[src/sd_proto_pkg.sv]
`default_nettype none

package sd_proto_pkg;

  // Command word as presented by the host, start and transmission bits included
  localparam int CMD_W = 40;

  // Longest response (R2) including start bit
  localparam int RSP_W = 136;

  localparam int CRC7_W = 7;

  // Length inputs and bit counters
  localparam int LEN_W = 8;

  // Taps of x^7 + x^3 + 1, x^7 term implied by the shift
  localparam logic [CRC7_W-1:0] CRC7_POLY = 7'h09;

  typedef logic [CMD_W-1:0]  cmd_word_t;
  typedef logic [RSP_W-1:0]  rsp_word_t;
  typedef logic [CRC7_W-1:0] crc7_t;
  typedef logic [LEN_W-1:0]  bit_len_t;

endpackage

`default_nettype wire

[src/sd_cmd_state_pkg.sv]
`default_nettype none

package sd_cmd_state_pkg;

  typedef enum logic [1:0] {
    CTRL_IDLE,
    CTRL_SEND,
    CTRL_RECEIVE,
    CTRL_DONE
  } ctrl_state_t;

  typedef enum logic [1:0] {
    TX_IDLE,
    TX_CMD,
    TX_CRC,
    TX_END
  } tx_state_t;

  typedef enum logic [2:0] {
    RX_IDLE,
    RX_WAIT_START,
    RX_DATA,
    RX_CRC,
    RX_CHECK
  } rx_state_t;

endpackage

`default_nettype wire

[src/sd_cmd_tx_if.sv]
`default_nettype none

interface sd_cmd_tx_if;
  import sd_proto_pkg::*;

  // Single-cycle kick, cmd and cmd_len are sampled with it
  logic      start;
  cmd_word_t cmd;
  bit_len_t  cmd_len;

  // High while the end bit is on the line
  logic      done;

  modport ctrl (
    output start,
    output cmd,
    output cmd_len,
    input  done
  );

  modport engine (
    input  start,
    input  cmd,
    input  cmd_len,
    output done
  );

endinterface

`default_nettype wire

[src/sd_rsp_rx_if.sv]
`default_nettype none

interface sd_rsp_rx_if;
  import sd_proto_pkg::*;

  logic      start;

  // Response length in bits, start bit counted
  bit_len_t  rsp_len;

  // Result, valid from done until the next start
  logic      done;
  rsp_word_t rsp;
  logic      crc_err;

  modport ctrl (
    output start,
    output rsp_len,
    input  done,
    input  rsp,
    input  crc_err
  );

  modport engine (
    input  start,
    input  rsp_len,
    output done,
    output rsp,
    output crc_err
  );

endinterface

`default_nettype wire

[src/sd_crc7.sv]
`default_nettype none

module sd_crc7 (
  input  logic                i_sd_clk,
  input  logic                rst,
  input  logic                i_clr,
  input  logic                i_en,
  input  logic                i_bit,
  output sd_proto_pkg::crc7_t o_crc
);
  import sd_proto_pkg::*;

  logic fb;

  // Incoming bit against the outgoing MSB
  assign fb = i_bit ^ o_crc[CRC7_W-1];

  always_ff @(posedge i_sd_clk) begin
    if (rst || i_clr) begin
      o_crc <= '0;
    end
    else if (i_en) begin
      o_crc <= {o_crc[CRC7_W-2:0], 1'b0} ^ (fb ? CRC7_POLY : '0);
    end
  end

endmodule

`default_nettype wire

[src/sd_cmd_tx.sv]
`default_nettype none

module sd_cmd_tx (
  input  logic        i_sd_clk,
  input  logic        rst,
  input  logic        i_abort,
  sd_cmd_tx_if.engine tx,
  output logic        o_sd_cmd
);
  import sd_proto_pkg::*;
  import sd_cmd_state_pkg::*;

  tx_state_t state;
  cmd_word_t shreg;
  bit_len_t  cnt;
  bit_len_t  len_r;
  crc7_t     crc;
  logic      crc_en;
  logic      crc_bit;

  // Each command bit is folded in the same edge that puts it on the line
  assign crc_en  = !i_abort && (((state == TX_IDLE) && tx.start) ||
                                ((state == TX_CMD) && (cnt < len_r)));
  assign crc_bit = (state == TX_IDLE) ? tx.cmd[CMD_W-1] : shreg[CMD_W-1];

  assign tx.done = (state == TX_END);

  sd_crc7 u_crc (
    .i_sd_clk (i_sd_clk),
    .rst      (rst),
    .i_clr    (i_abort || (state == TX_END)),
    .i_en     (crc_en),
    .i_bit    (crc_bit),
    .o_crc    (crc)
  );

  always_ff @(posedge i_sd_clk) begin
    if (rst) begin
      state    <= TX_IDLE;
      cnt      <= '0;
      o_sd_cmd <= 1'b1;
    end
    else if (i_abort) begin
      state    <= TX_IDLE;
      o_sd_cmd <= 1'b1;
    end
    else begin
      case (state)
        TX_IDLE: begin
          o_sd_cmd <= 1'b1;
          if (tx.start) begin
            o_sd_cmd <= tx.cmd[CMD_W-1];
            shreg    <= {tx.cmd[CMD_W-2:0], 1'b0};
            len_r    <= tx.cmd_len;
            cnt      <= LEN_W'(1);
            state    <= TX_CMD;
          end
        end
        TX_CMD: begin
          if (cnt < len_r) begin
            o_sd_cmd <= shreg[CMD_W-1];
            shreg    <= {shreg[CMD_W-2:0], 1'b0};
            cnt      <= cnt + 1'b1;
          end
          else begin
            // Last command bit already folded, CRC reuses the shifter
            o_sd_cmd <= crc[CRC7_W-1];
            shreg    <= {crc[CRC7_W-2:0], {(CMD_W-CRC7_W+1){1'b0}}};
            cnt      <= LEN_W'(1);
            state    <= TX_CRC;
          end
        end
        TX_CRC: begin
          if (cnt < CRC7_W) begin
            o_sd_cmd <= shreg[CMD_W-1];
            shreg    <= {shreg[CMD_W-2:0], 1'b0};
            cnt      <= cnt + 1'b1;
          end
          else begin
            o_sd_cmd <= 1'b1;
            state    <= TX_END;
          end
        end
        TX_END: begin
          o_sd_cmd <= 1'b1;
          state    <= TX_IDLE;
        end
        default: begin
          state <= TX_IDLE;
        end
      endcase
    end
  end

endmodule

`default_nettype wire

[src/sd_rsp_rx.sv]
`default_nettype none

module sd_rsp_rx (
  input  logic        i_sd_clk,
  input  logic        rst,
  input  logic        i_abort,
  sd_rsp_rx_if.engine rx,
  input  logic        i_sd_cmd
);
  import sd_proto_pkg::*;
  import sd_cmd_state_pkg::*;

  rx_state_t state;
  bit_len_t  cnt;
  bit_len_t  len_r;
  crc7_t     crc;
  crc7_t     crc_rx;
  logic      crc_en;

  // Start bit and every payload bit go through the CRC
  assign crc_en = !i_abort && (((state == RX_WAIT_START) && !i_sd_cmd) ||
                               (state == RX_DATA));

  sd_crc7 u_crc (
    .i_sd_clk (i_sd_clk),
    .rst      (rst),
    .i_clr    (i_abort || ((state == RX_IDLE) && rx.start)),
    .i_en     (crc_en),
    .i_bit    (i_sd_cmd),
    .o_crc    (crc)
  );

  always_ff @(posedge i_sd_clk) begin
    if (rst) begin
      state      <= RX_IDLE;
      cnt        <= '0;
      rx.done    <= 1'b0;
      rx.rsp     <= '0;
      rx.crc_err <= 1'b0;
    end
    else begin
      rx.done <= 1'b0;
      if (i_abort) begin
        state <= RX_IDLE;
      end
      else begin
        case (state)
          RX_IDLE: begin
            if (rx.start) begin
              rx.rsp     <= '0;
              rx.crc_err <= 1'b0;
              len_r      <= rx.rsp_len;
              state      <= RX_WAIT_START;
            end
          end
          RX_WAIT_START: begin
            // The zero start bit is response bit one
            if (!i_sd_cmd) begin
              rx.rsp <= {rx.rsp[RSP_W-2:0], i_sd_cmd};
              if (len_r > LEN_W'(1)) begin
                cnt   <= LEN_W'(1);
                state <= RX_DATA;
              end
              else begin
                cnt   <= '0;
                state <= RX_CRC;
              end
            end
          end
          RX_DATA: begin
            rx.rsp <= {rx.rsp[RSP_W-2:0], i_sd_cmd};
            if (cnt == len_r - 1'b1) begin
              cnt   <= '0;
              state <= RX_CRC;
            end
            else begin
              cnt <= cnt + 1'b1;
            end
          end
          RX_CRC: begin
            crc_rx <= {crc_rx[CRC7_W-2:0], i_sd_cmd};
            if (cnt == CRC7_W - 1) begin
              state <= RX_CHECK;
            end
            else begin
              cnt <= cnt + 1'b1;
            end
          end
          RX_CHECK: begin
            rx.crc_err <= (crc_rx != crc);
            rx.done    <= 1'b1;
            state      <= RX_IDLE;
          end
          default: begin
            state <= RX_IDLE;
          end
        endcase
      end
    end
  end

endmodule

`default_nettype wire

[src/sd_cmd_ctrl.sv]
`default_nettype none

module sd_cmd_ctrl (
  input  logic                    i_sd_clk,
  input  logic                    rst,
  input  logic                    i_cmd_en,
  input  sd_proto_pkg::cmd_word_t i_cmd,
  input  sd_proto_pkg::bit_len_t  i_cmd_len,
  input  sd_proto_pkg::bit_len_t  i_rsp_len,
  sd_cmd_tx_if.ctrl               tx,
  sd_rsp_rx_if.ctrl               rx,
  output logic                    o_abort,
  output logic                    o_sd_cmd_dir,
  output logic                    o_rsp_finished_en
);
  import sd_cmd_state_pkg::*;

  ctrl_state_t state;

  // Dropping the enable cancels whatever is in flight
  assign o_abort = !i_cmd_en;

  always_ff @(posedge i_sd_clk) begin
    if (rst) begin
      state             <= CTRL_IDLE;
      tx.start          <= 1'b0;
      rx.start          <= 1'b0;
      o_sd_cmd_dir      <= 1'b1;
      o_rsp_finished_en <= 1'b0;
    end
    else begin
      tx.start <= 1'b0;
      rx.start <= 1'b0;
      case (state)
        CTRL_IDLE: begin
          o_sd_cmd_dir      <= 1'b1;
          o_rsp_finished_en <= 1'b0;
          if (i_cmd_en) begin
            tx.cmd     <= i_cmd;
            tx.cmd_len <= i_cmd_len;
            rx.rsp_len <= i_rsp_len;
            tx.start   <= 1'b1;
            state      <= CTRL_SEND;
          end
        end
        CTRL_SEND: begin
          // Turn the line around once the end bit is out
          if (tx.done) begin
            o_sd_cmd_dir <= 1'b0;
            rx.start     <= 1'b1;
            state        <= CTRL_RECEIVE;
          end
        end
        CTRL_RECEIVE: begin
          if (rx.done) begin
            o_sd_cmd_dir      <= 1'b1;
            o_rsp_finished_en <= 1'b1;
            state             <= CTRL_DONE;
          end
        end
        default: begin
          // CTRL_DONE holds until the enable falls
        end
      endcase
      if (!i_cmd_en) begin
        state             <= CTRL_IDLE;
        tx.start          <= 1'b0;
        rx.start          <= 1'b0;
        o_sd_cmd_dir      <= 1'b1;
        o_rsp_finished_en <= 1'b0;
      end
    end
  end

endmodule

`default_nettype wire

[src/sd_cmd_phy.sv]
`default_nettype none

module sd_cmd_phy (
  input  logic                    i_sd_clk,
  input  logic                    rst,

  // Host side
  input  logic                    i_cmd_en,
  input  sd_proto_pkg::cmd_word_t i_cmd,
  input  sd_proto_pkg::bit_len_t  i_cmd_len,
  input  sd_proto_pkg::bit_len_t  i_rsp_len,
  output logic                    o_rsp_finished_en,
  output sd_proto_pkg::rsp_word_t o_rsp,
  output logic                    o_crc_err,

  // CMD pad, o_sd_cmd_dir high means the host drives
  output logic                    o_sd_cmd_dir,
  input  logic                    i_sd_cmd,
  output logic                    o_sd_cmd
);

  logic abort;

  sd_cmd_tx_if tx_if ();
  sd_rsp_rx_if rx_if ();

  sd_cmd_ctrl u_ctrl (
    .i_sd_clk          (i_sd_clk),
    .rst               (rst),
    .i_cmd_en          (i_cmd_en),
    .i_cmd             (i_cmd),
    .i_cmd_len         (i_cmd_len),
    .i_rsp_len         (i_rsp_len),
    .tx                (tx_if.ctrl),
    .rx                (rx_if.ctrl),
    .o_abort           (abort),
    .o_sd_cmd_dir      (o_sd_cmd_dir),
    .o_rsp_finished_en (o_rsp_finished_en)
  );

  sd_cmd_tx u_tx (
    .i_sd_clk (i_sd_clk),
    .rst      (rst),
    .i_abort  (abort),
    .tx       (tx_if.engine),
    .o_sd_cmd (o_sd_cmd)
  );

  sd_rsp_rx u_rx (
    .i_sd_clk (i_sd_clk),
    .rst      (rst),
    .i_abort  (abort),
    .rx       (rx_if.engine),
    .i_sd_cmd (i_sd_cmd)
  );

  assign o_rsp     = rx_if.rsp;
  assign o_crc_err = rx_if.crc_err;

endmodule

`default_nettype wire

[config.mk]
export PLATFORM = sky130hd
export DESIGN_NAME = sd_cmd_phy
export DESIGN_NICKNAME = d
export VERILOG_FILES = /design/src/sd_proto_pkg.sv /design/src/sd_cmd_state_pkg.sv /design/src/sd_cmd_tx_if.sv /design/src/sd_rsp_rx_if.sv /design/src/sd_crc7.sv /design/src/sd_cmd_tx.sv /design/src/sd_rsp_rx.sv /design/src/sd_cmd_ctrl.sv /design/src/sd_cmd_phy.sv
export SDC_FILE = /design/constraint.sdc
export NUM_CORES = 1
export LEC_CHECK = 0
export BUFFER_PORTS_ARGS = -buffer_cell sky130_fd_sc_hd__buf_2
export CORE_MARGIN = 10
export CORE_UTILIZATION = 30
export CTS_BUF_LIST = sky130_fd_sc_hd__clkbuf_4 sky130_fd_sc_hd__clkbuf_8
export DETAILED_ROUTE_END_ITERATION = 16
export GPL_TIMING_DRIVEN = 0
export MAX_ROUTING_LAYER = met4
export PLACE_DENSITY = 0.57
export SYNTH_ARGS = -nofsm -noshare
export SYNTH_HDL_FRONTEND = slang
export SYNTH_SLANG_ARGS = --single-unit
[constraint.sdc]
create_clock -name i_sd_clk -period 5.77 [get_ports i_sd_clk]
set_clock_uncertainty 0.05 [all_clocks]
set_input_delay 1.154 -clock i_sd_clk [delete_from_list [all_inputs] [get_ports i_sd_clk]]
set_output_delay 1.154 -clock i_sd_clk [all_outputs]
set_load 0.005 [all_outputs]
==> results of run 1 <==
## power by group through the flow
stage	Sequential, mW	Combinational [mW]	Clock [mW]
3_3_place_gp	2.29	0.124	0
5_1_grt	2.24	0.148	2.28
2_1_floorplan	2.28	0.0761	0
6_report	2.24	0.130	2.11
4_1_cts	2.24	0.132	2.19
3_5_place_dp	2.28	0.132	0
## layer usage
layer | part of all wire | wire, microns | GRT usage
met5 | 0 | 0 | -
met1 | 0.44 | 13340 | 0.1531
met2 | 0.47 | 14310 | 0.1977
met3 | 0.055 | 1677 | 0.03287
met4 | 0.032 | 976 | 0.05346
## synthesized netlist by cell type, types with 11 or more instances
master,n,area share
o21ai_0,41,0.017
clkbuf_1,61,0.019
inv_1,59,0.019
edfxtp_1,118,0.30
xnor2_1,11,0.0082
ha_1,21,0.022
nand2_1,194,0.062
nor2_1,51,0.016
a21oi_1,156,0.066
mux2i_1,17,0.014
dfxtp_1,180,0.31
nand3_1,148,0.063
## sequential cells by signal (all words and copies together), names as in the netlist, 2 cells and up
register           cells
u_rx.rx.rsp          136
u_ctrl.tx.cmd         40
u_tx.shreg            39
u_ctrl.rx.rsp_len      8
u_ctrl.tx.cmd_len      8
u_rx.cnt               8
u_rx.len_r             8
u_tx.cnt               8
u_tx.len_r             8
u_rx.crc_rx            7
u_rx.u_crc.o_crc       7
u_tx.u_crc.o_crc       7
u_rx.state             3
u_ctrl.state           2
u_tx.state             2
## area by class of cell
class | instances | share of cell area
inverter | 60 | 0.01537
sequential | 298 | 0.4876
clock inverter | 11 | 0.007768
clock buffer | 84 | 0.07120
antenna | 3 | 0.0005122
tap | 518 | 0.04422
buffer | 79 | 0.02382
multi-input combinational | 757 | 0.2790
timing repair buffer | 199 | 0.07051
## path summary, 6_finish.rpt
check,from,end,slack [ns]
setup / recovery,i_cmd_en,u_tx.cnt[4]$_SDFFE_PP0P_,2.67
hold / removal,u_ctrl.rx.rsp_len[3]$_DFFE_PP_,u_rx.len_r[3]$_DFFE_PP_,0.37
setup reg to reg,u_tx.cnt[1]$_SDFFE_PP0P_,u_tx.shreg[38]$_DFFE_PP_,2.88
hold reg to reg,u_ctrl.rx.rsp_len[3]$_DFFE_PP_,u_rx.len_r[3]$_DFFE_PP_,0.37
## cells by family (layout without fill, tap and decap cells)
logic type	after synthesis	in the layout	synth area share
AND/OR/NAND/NOR	446	446	0.1704
flip-flops	298	298	0.6059
AO/OA/AOI/OAI	247	247	0.1177
buffers and inverters	139	433	0.04869
multiplexers	23	23	0.02015
adder cells (fa/ha/maj)	21	21	0.02228
XOR/XNOR	20	20	0.01485
other	0	3	0
==> metrics.cfg, run 1 <==
[run_status]
outcome = completed

[layout]
multi_input_area_sq_mm = 0.004089
mostFrequentLayoutCell = buf_2
area_growth_pct = 24.26
fin_cells = 2009
final_cell_mix = buf_2 (203), nand2_1 (194), dfxtp_1 (180), a21oi_1 (156), nand3_1 (148)
nets = 1528
fill_cells = 3937
drive_above_1_share = 0.2184
final_util = 0.3784
register_area_sq_mm = 0.007147
fin_area_sq_mm = 0.01466

[logic_synthesis]
ys_seq_area_frac = 0.6059
ys_warn_count = 0
synth.avg_cell_area_sq_um = 9.879
synthFlopType = dfxtp_1
synth_cell_types = 60
ys_ff_latch = 298
synth_enable_flop_cells = 118
synthArstFlopShare = 0
synth_area_sq_mm = 0.01180
synth.net_count = 1275
synthCells = 1194

[critical_path]
cp_max_fo = 23
cp-start-kind = input port
path_delay_family = simple AND/OR/NAND/NOR gates
worstSetupPathType = in2reg
slowest_delay_ns = 0.66
worstRegToRegCells = 9
path_cells = clkbuf_1 > nor2b_1 > nand2_1 > nor2b_4 > nand2_1 > o32ai_1
endpoint_kind = register
required_ns = 6.24
critPathBufInv = 1
cp_num_cells = 6
crit_slowest_cell = nor2b_4
cp_common_cell = nand2_1
crit_arrival_ns = 3.56

[power_and_ir_drop]
p_sw_frac = 0.2167
power_switching_mw = 0.9708
p_clk_frac = 0.471
p_leak_nw = 5.661
p_comb_frac = 0.029
power.total_mw = 4.479
irDropWorstVdd_uv = 181.7
power.density_mw_per_mm2 = 305.6
seq_power_share = 0.500
p_int_mw = 3.508

[clocking]
post_cts_resized = 0
path_clk_slew_ns = 0.05
holdBufCountCts = 0
cts_root_buffer = clkbuf_8
cts_tree = done
cts_num_sinks = 298
post_cts_buffers = 0
htreeDepth = 2
clockBufferDepth = 3
numCtsBuffers = 52
clock_latency_ns = 0.61

[route]
num_vias = 9380
wl_per_cell_microns = 15.09
postRouteAntennaNets = 0
first_pass_iters = 5
routed_via_density = 4.669
drt_iter0_markers = 679
drt-total-wl_microns = 30310
drc_errors = 0

[placement]
place_ws_ns = 2.016
portBuffers = 197
dp.cells = 1911
gp_congestion = 0.8059
place_area_sq_mm = 0.01349
hpwl_microns = 21480

[min_path]
hold_path_class = reg2reg
hold_depth = 0

[global_route]
grtUsageTotal = 0.1268
antenna_found_initial = 3
grt_pass1_vias = 9049
grt_max_degree = 30
overflow = 0
grt_pass1_wl_microns = 48170

[floorplan]
start_util = 0.3045
die_y_microns = 218.3
die_area_sq_mm = 0.04765
fp-row-count = 72
pin_count = 200
die_w_microns = 218.3
core_sq_mm = 0.03874

[sta]
fin_ws_ns = 2.674
fin_worst_hold_slack_ns = 0.3666
drv_slew = 0
max_freq_mhz = 323.0
period_share = 0.5365
relSlewSlack = 0.2203
finalSetupViolations = 0
hold_violations = 0
rsz0062_at_grt = false
tns_ns = 0
tightest_slew_ns = 1.162
period_needed_ns = 3.096

[flow_run]
cap_violations = 0

(Power assumes the default switching activity.)
==> run 2, diff against run 1 <==
- PLACE_DENSITY: 0.57 -> 0.59
- clock period: 5.77 -> 2.7 ns (I/O delays scaled with it)
==> metrics.cfg, run 2 (synthesized netlist as in run 1, its figures left out) <==
[flow_run]
cap_violations = 0  ; unchanged

[sta]
tightest_slew_ns = 0.8534  ; was 1.162 ns
fin_worst_hold_slack_ns = 0.06464  ; was 0.3666 ns
period_share = 0.9458
drv_slew = 0  ; unchanged
max_freq_mhz = 391.6
period_needed_ns = 2.554
finalSetupViolations = 0  ; unchanged
relSlewSlack = 0.4297  ; was 0.2203
hold_violations = 0  ; unchanged

[clocking]
path_clk_slew_ns = 0.06  ; was 0.05 ns
cts_tree = done  ; unchanged
clockBufferDepth = 3  ; unchanged
numCtsBuffers = 54  ; was 52
clock_latency_ns = 0.61  ; about the same
cts_num_sinks = 298  ; unchanged
htreeDepth = 2  ; unchanged
cts_root_buffer = clkbuf_8  ; unchanged

[floorplan]
start_util = 0.3045  ; unchanged
die_y_microns = 218.3  ; unchanged
pin_count = 200  ; unchanged
fp-row-count = 72  ; unchanged
core_sq_mm = 0.03874  ; unchanged
die_w_microns = 218.3  ; unchanged
die_area_sq_mm = 0.04765  ; unchanged

[layout]
nets = 1566  ; was 1528
fin_area_sq_mm = 0.01508  ; was 0.01466 sq mm
fill_cells = 3882  ; was 3937
mostFrequentLayoutCell = buf_2  ; unchanged
area_growth_pct = 27.83  ; was 24.26%
largest_reg_flops = 136  ; unchanged
drive_above_1_share = 0.2161  ; was 0.2184
regMostFlops = u_rx.rx.rsp  ; unchanged
final_util = 0.3892  ; was 0.3784
reg_top3 = u_rx.rx.rsp (136), u_ctrl.tx.cmd (40), u_tx.shreg (39)  ; unchanged
final_cell_mix = buf_2 (198), nand2_1 (194), dfxtp_1 (179), a21oi_1 (155), nand3_1 (148)  ; was buf_2 (203), nand2_1 (194), dfxtp_1 (180), a21oi_1 (156), nand3_1 (148)

[critical_path]
endpoint_kind = register  ; unchanged
slowest_delay_ns = 0.47  ; was 0.66 ns
crit_slowest_cell = or4_1  ; was nor2b_4
cp_max_fo = 10  ; was 23
critPathBufInv = 1  ; unchanged
path_cells = or3_4 > or4_1 > a211o_1 > nand3_2 > a31o_1 > buf_6 > nor2_1 > a32o_1  ; was clkbuf_1 > nor2b_1 > nand2_1 > nor2b_4 > nand2_1 > o32ai_1
crit_arrival_ns = 3.00  ; was 3.56 ns
worstSetupPathType = reg2reg  ; was in2reg
path_delay_family = simple AND/OR/NAND/NOR gates  ; unchanged
required_ns = 3.14  ; was 6.24 ns
cp-start-kind = register  ; was input port

[route]
wl_per_cell_microns = 15.04  ; was 15.09 microns
drc_errors = 0  ; unchanged
postRouteAntennaNets = 0  ; unchanged
routed_via_density = 4.652  ; was 4.669
drt-total-wl_microns = 30760  ; was 30310 microns
first_pass_iters = 5  ; unchanged
num_vias = 9517  ; was 9380
drt_iter0_markers = 599  ; was 679

[placement]
place_area_sq_mm = 0.01346  ; was 0.01349 sq mm
hpwl_microns = 21330  ; was 21480 microns
gp_congestion = 0.7976  ; was 0.8059
portBuffers = 197  ; unchanged

[run_status]
outcome = completed  ; unchanged

[global_route]
overflow = 0  ; unchanged
grt_max_degree = 31  ; was 30
grt_pass1_vias = 9347  ; was 9049
grtUsageTotal = 0.1266  ; was 0.1268
antenna_found_initial = 1  ; was 3
grt_pass1_wl_microns = 48020  ; was 48170 microns

[min_path]
hold_path_class = in2reg  ; was reg2reg

[power_and_ir_drop]
power.density_mw_per_mm2 = 638.8  ; was 305.6 mW/mm^2
p_leak_nw = 5.803  ; was 5.661 nW
power.total_mw = 9.633  ; was 4.479 mW
irDropWorstVdd_uv = 824.8  ; was 181.7 uV

[run 2: cell types whose count changed in the layout (fill, tap and decap cells not counted), sizes merged]
cell,previous run,this run
dlygate4sd3,0,33
clkinv,6,13
inv,62,59
buf,214,212
diode,3,1
nor2b,10,12
clkbuf,148,149
clkinvlp,1,2
[run 2: layout make-up]
| class | instances | area [sq um] | area share |
|---|---|---|---|
| Inverter | 60 | 225.2 | 0.01494 |
| Tap cell | 518 | 648.1 | 0.04298 |
| Sequential cell | 298 | 7148 | 0.4741 |
| Buffer | 78 | 357.8 | 0.02373 |
| Clock buffer | 82 | 1054 | 0.06987 |
| Clock inverter | 16 | 122.6 | 0.008132 |
| Timing Repair Buffer | 234 | 1359 | 0.09012 |
| Multi-Input combinational cell | 759 | 4161 | 0.2760 |
| Antenna cell | 1 | 2.502 | 0.0001660 |
[run 2: repair_timing]
item | 4_1_cts | 5_1_grt
setup buffers | 0 | 3
cloned | 1 | 1
gates resized for setup | 7 | 9
pin swaps | 1 | 2
hold buffers | 33 | 0
setup endpoints to repair | 124 | 103
hold endpoints to repair | 33 | 0
[run 2: where the power goes]
| part | internal [mW] | switching (mW) |
|---|---|---|
| Clock | 2.66 | 1.87 |
| Combinational | 0.130 | 0.191 |
| Sequential | 4.76 | 0.0226 |
| Total | 7.55 | 2.08 |
[run 2: worst paths after layout]
kind                                                    end  cells past startpoint                            from  slack (ns)
worst max register to register     u_rx.cnt[5]$_SDFFE_PP0P_                      8         u_rx.len_r[2]$_DFFE_PP_        0.15
worst min-delay path            u_ctrl.tx.cmd[39]$_DFFE_PP_                      1                       i_cmd[39]        0.06
worst max-delay path               u_rx.cnt[5]$_SDFFE_PP0P_                      8         u_rx.len_r[2]$_DFFE_PP_        0.15
worst min register to register      u_rx.len_r[6]$_DFFE_PP_                      0  u_ctrl.rx.rsp_len[6]$_DFFE_PP_        0.37
[run 2: layer usage]
metal  global-route usage  share of wire  vias up
li1                     -              -     4754
met1               0.1493           0.44     4482
met2               0.1984           0.47      211
met3              0.03577          0.058       70
met4              0.05601          0.034        0
met5                    -              0        -
[run 2: per-stage QoR]
| stage | TNS [ns] | worst slack [ns] | std cells |
|---|---|---|---|
| floorplan | 0 | 0.06405 | 1194 |
| global placement | -52.06 | -0.8692 | 1909 |
| detailed placement | -40.03 | -0.8870 | 1910 |
| CTS | 0 | 0.01828 | 2042 |
| global route | -0.01866 | -0.01126 | 2046 |
| finish | 0 | 0.1464 | 2046 |
==> run 3, diff against run 2 <==
- BUFFER_PORTS_ARGS: -buffer_cell sky130_fd_sc_hd__buf_2 -> not set
- DONT_BUFFER_PORTS: not set -> 1
- PLACE_DENSITY: 0.59 -> 0.54
==> metrics.cfg, run 3 (synthesized netlist as in run 1, its figures left out) <==
[run_status]
outcome = completed  ; unchanged

[sta]
tns_ns = 0  ; unchanged
drv_slew = 0  ; unchanged
hold_violations = 0  ; unchanged
period_share = 0.9559  ; was 0.9458
tightest_slew_ns = 0.9016  ; was 0.8534 ns
fin_ws_ns = 0.1191  ; was 0.1464 ns
period_needed_ns = 2.581  ; was 2.554 ns
max_freq_mhz = 387.5  ; was 391.6 MHz
relSlewSlack = 0.3989  ; was 0.4297
finalSetupViolations = 0  ; unchanged

[route]
wl_per_cell_microns = 16.71  ; was 15.04 microns
routed_via_density = 4.812  ; was 4.652
num_vias = 9013  ; was 9517
drt-total-wl_microns = 31300  ; was 30760 microns
postRouteAntennaNets = 0  ; unchanged
first_pass_iters = 5  ; unchanged
drt_iter0_markers = 701  ; was 599
drc_errors = 0  ; unchanged

[placement]
portBuffers = 0  ; was 197
hpwl_microns = 21020  ; was 21330 microns
gp_congestion = 0.7859  ; was 0.7976
place_ws_ns = -0.9378  ; was -0.8870 ns

[critical_path]
required_ns = 3.15  ; was 3.14 ns
cp-endpoint = u_rx.cnt[7]$_SDFFE_PP0P_  ; was u_rx.cnt[5]$_SDFFE_PP0P_
cp-start-kind = register  ; unchanged
reg2reg_from = u_rx.len_r[2]$_DFFE_PP_  ; unchanged
worstSetupPathType = reg2reg  ; unchanged
crit_arrival_ns = 3.03  ; was 3.00 ns
reg2reg_slack_ns = 0.12  ; was 0.15 ns
reg2reg_to = u_rx.cnt[7]$_SDFFE_PP0P_  ; was u_rx.cnt[5]$_SDFFE_PP0P_
endpoint_kind = register  ; unchanged
worstRegToRegCells = 8  ; unchanged
cp_max_fo = 10  ; unchanged
crit_start = u_rx.len_r[2]$_DFFE_PP_  ; unchanged

[floorplan]
core_sq_mm = 0.03874  ; unchanged
pin_count = 200  ; unchanged
start_util = 0.3045  ; unchanged
fp-row-count = 72  ; unchanged
die_area_sq_mm = 0.04765  ; unchanged
die_y_microns = 218.3  ; unchanged
die_w_microns = 218.3  ; unchanged

[clocking]
htreeDepth = 2  ; unchanged
path_clk_slew_ns = 0.06  ; about the same
clockBufferDepth = 3  ; unchanged
cts_tree = done  ; unchanged
cts_num_sinks = 298  ; unchanged
cts_root_buffer = clkbuf_8  ; unchanged
clock_latency_ns = 0.63  ; was 0.61 ns
numCtsBuffers = 52  ; was 54

[layout]
drive_above_1_share = 0.1064  ; was 0.2161
largest_reg_flops = 136  ; unchanged
nets = 1393  ; was 1566
final_util = 0.3708  ; was 0.3892
mostFrequentLayoutCell = nand2_1  ; was buf_2
regMostFlops = u_rx.rx.rsp  ; unchanged
final_cell_mix = nand2_1 (193), dfxtp_1 (179), a21oi_1 (156), nand3_1 (148), edfxtp_1 (118)  ; was buf_2 (198), nand2_1 (194), dfxtp_1 (179), a21oi_1 (155), nand3_1 (148)
reg_top3 = u_rx.rx.rsp (136), u_ctrl.tx.cmd (40), u_tx.shreg (39)  ; unchanged
area_growth_pct = 21.79  ; was 27.83%

[power_and_ir_drop]
power.density_mw_per_mm2 = 659.9  ; was 638.8 mW/mm^2
irDropWorstVdd_uv = 479.7  ; was 824.8 uV
p_leak_nw = 4.927  ; was 5.803 nW

[global_route]
antenna_found_initial = 1  ; unchanged
grtUsageTotal = 0.1309  ; was 0.1266
grt_max_degree = 32  ; was 31
grt_pass1_vias = 8770  ; was 9347
overflow = 0  ; unchanged
grt_pass1_wl_microns = 49000  ; was 48020 microns

[flow_run]
cap_violations = 0  ; unchanged

[min_path]
hold_path_class = in2reg  ; unchanged

==> run 3: timing repair <==
action	4_1_cts	5_1_grt
hold buffers	57	0
pin swaps	1	2
buffers inserted	0	5
resized for setup	7	20
hold endpoints to repair	58	0
cloned	2	1
setup endpoints to repair	74	137
==> run 3: power by group <==
| group | switching [mW] | total [mW] | leakage [nW] | internal [mW] |
|---|---|---|---|---|
| logic | 0.192 | 0.321 | 1.80 | 0.129 |
| registers | 0.0229 | 4.78 | 2.53 | 4.76 |
| clock network | 1.91 | 4.38 | 0.595 | 2.47 |
==> run 3: through the flow <==
stage | total power, mW | cell area, sq um | hold slack (ns) | cells
6_report | 9.479 | 14370 | 0.1537 | 1873
5_1_grt | 9.883 | 14370 | 0.1408 | 1873
4_1_cts | 9.635 | 14230 | 0.1134 | 1868
3_5_place_dp | 5.116 | 12480 | 0.3545 | 1713
3_3_place_gp | 5.108 | 12460 | 0.3559 | 1712
2_1_floorplan | 5.037 | 11810 | 0.3503 | 1194
==> run 3: cell type report <==
cell class                      instances  area, sq um
Fill cell                            3923        24370
Sequential cell                       298         7148
Multi-Input combinational cell        760         4225
Clock buffer                           83         1005
Tap cell                              518        648.1
Timing Repair Buffer                   63        640.6
Buffer                                 77        359.1
Inverter                               60        225.2
Clock inverter                         13        111.4
Antenna cell                            1        2.502
==> run 3: how the worst min path moves through the flow <==
stage | to | cells after the start | start | slack, ns
after global placement | u_rx.len_r[3]$_DFFE_PP_ | 0 | u_ctrl.rx.rsp_len[3]$_DFFE_PP_ | 0.36
after floorplan | u_rx.len_r[0]$_DFFE_PP_ | 0 | u_ctrl.rx.rsp_len[0]$_DFFE_PP_ | 0.35
final | u_rx.state[1]$_SDFFE_PN0P_ | 3 | i_sd_cmd | 0.15
after global routing | u_rx.state[1]$_SDFFE_PN0P_ | 3 | i_sd_cmd | 0.14
after detailed placement | u_rx.len_r[4]$_DFFE_PP_ | 0 | u_ctrl.rx.rsp_len[4]$_DFFE_PP_ | 0.35
after CTS | u_rx.state[1]$_SDFFE_PN0P_ | 3 | i_sd_cmd | 0.11
==> run 3: metal layers <==
| layer | track usage | up-vias | wire length, microns |
|---|---|---|---|
| li1 | - | 4420 | - |
| met1 | 0.1552 | 4287 | 13490 |
| met2 | 0.2032 | 239 | 14680 |
| met3 | 0.03826 | 67 | 2146 |
| met4 | 0.05763 | 0 | 990 |
| met5 | - | - | 0 |
==> run 3: critical path: stages (launching register included) <==
cell and delay, ns:
edfxtp_1 0.47, or3_4 0.43, or4_1 0.47, a211o_1 0.31
nand3_2 0.09, a31o_1 0.16, buf_6 0.14, nor2_1 0.06
a32o_1 0.28
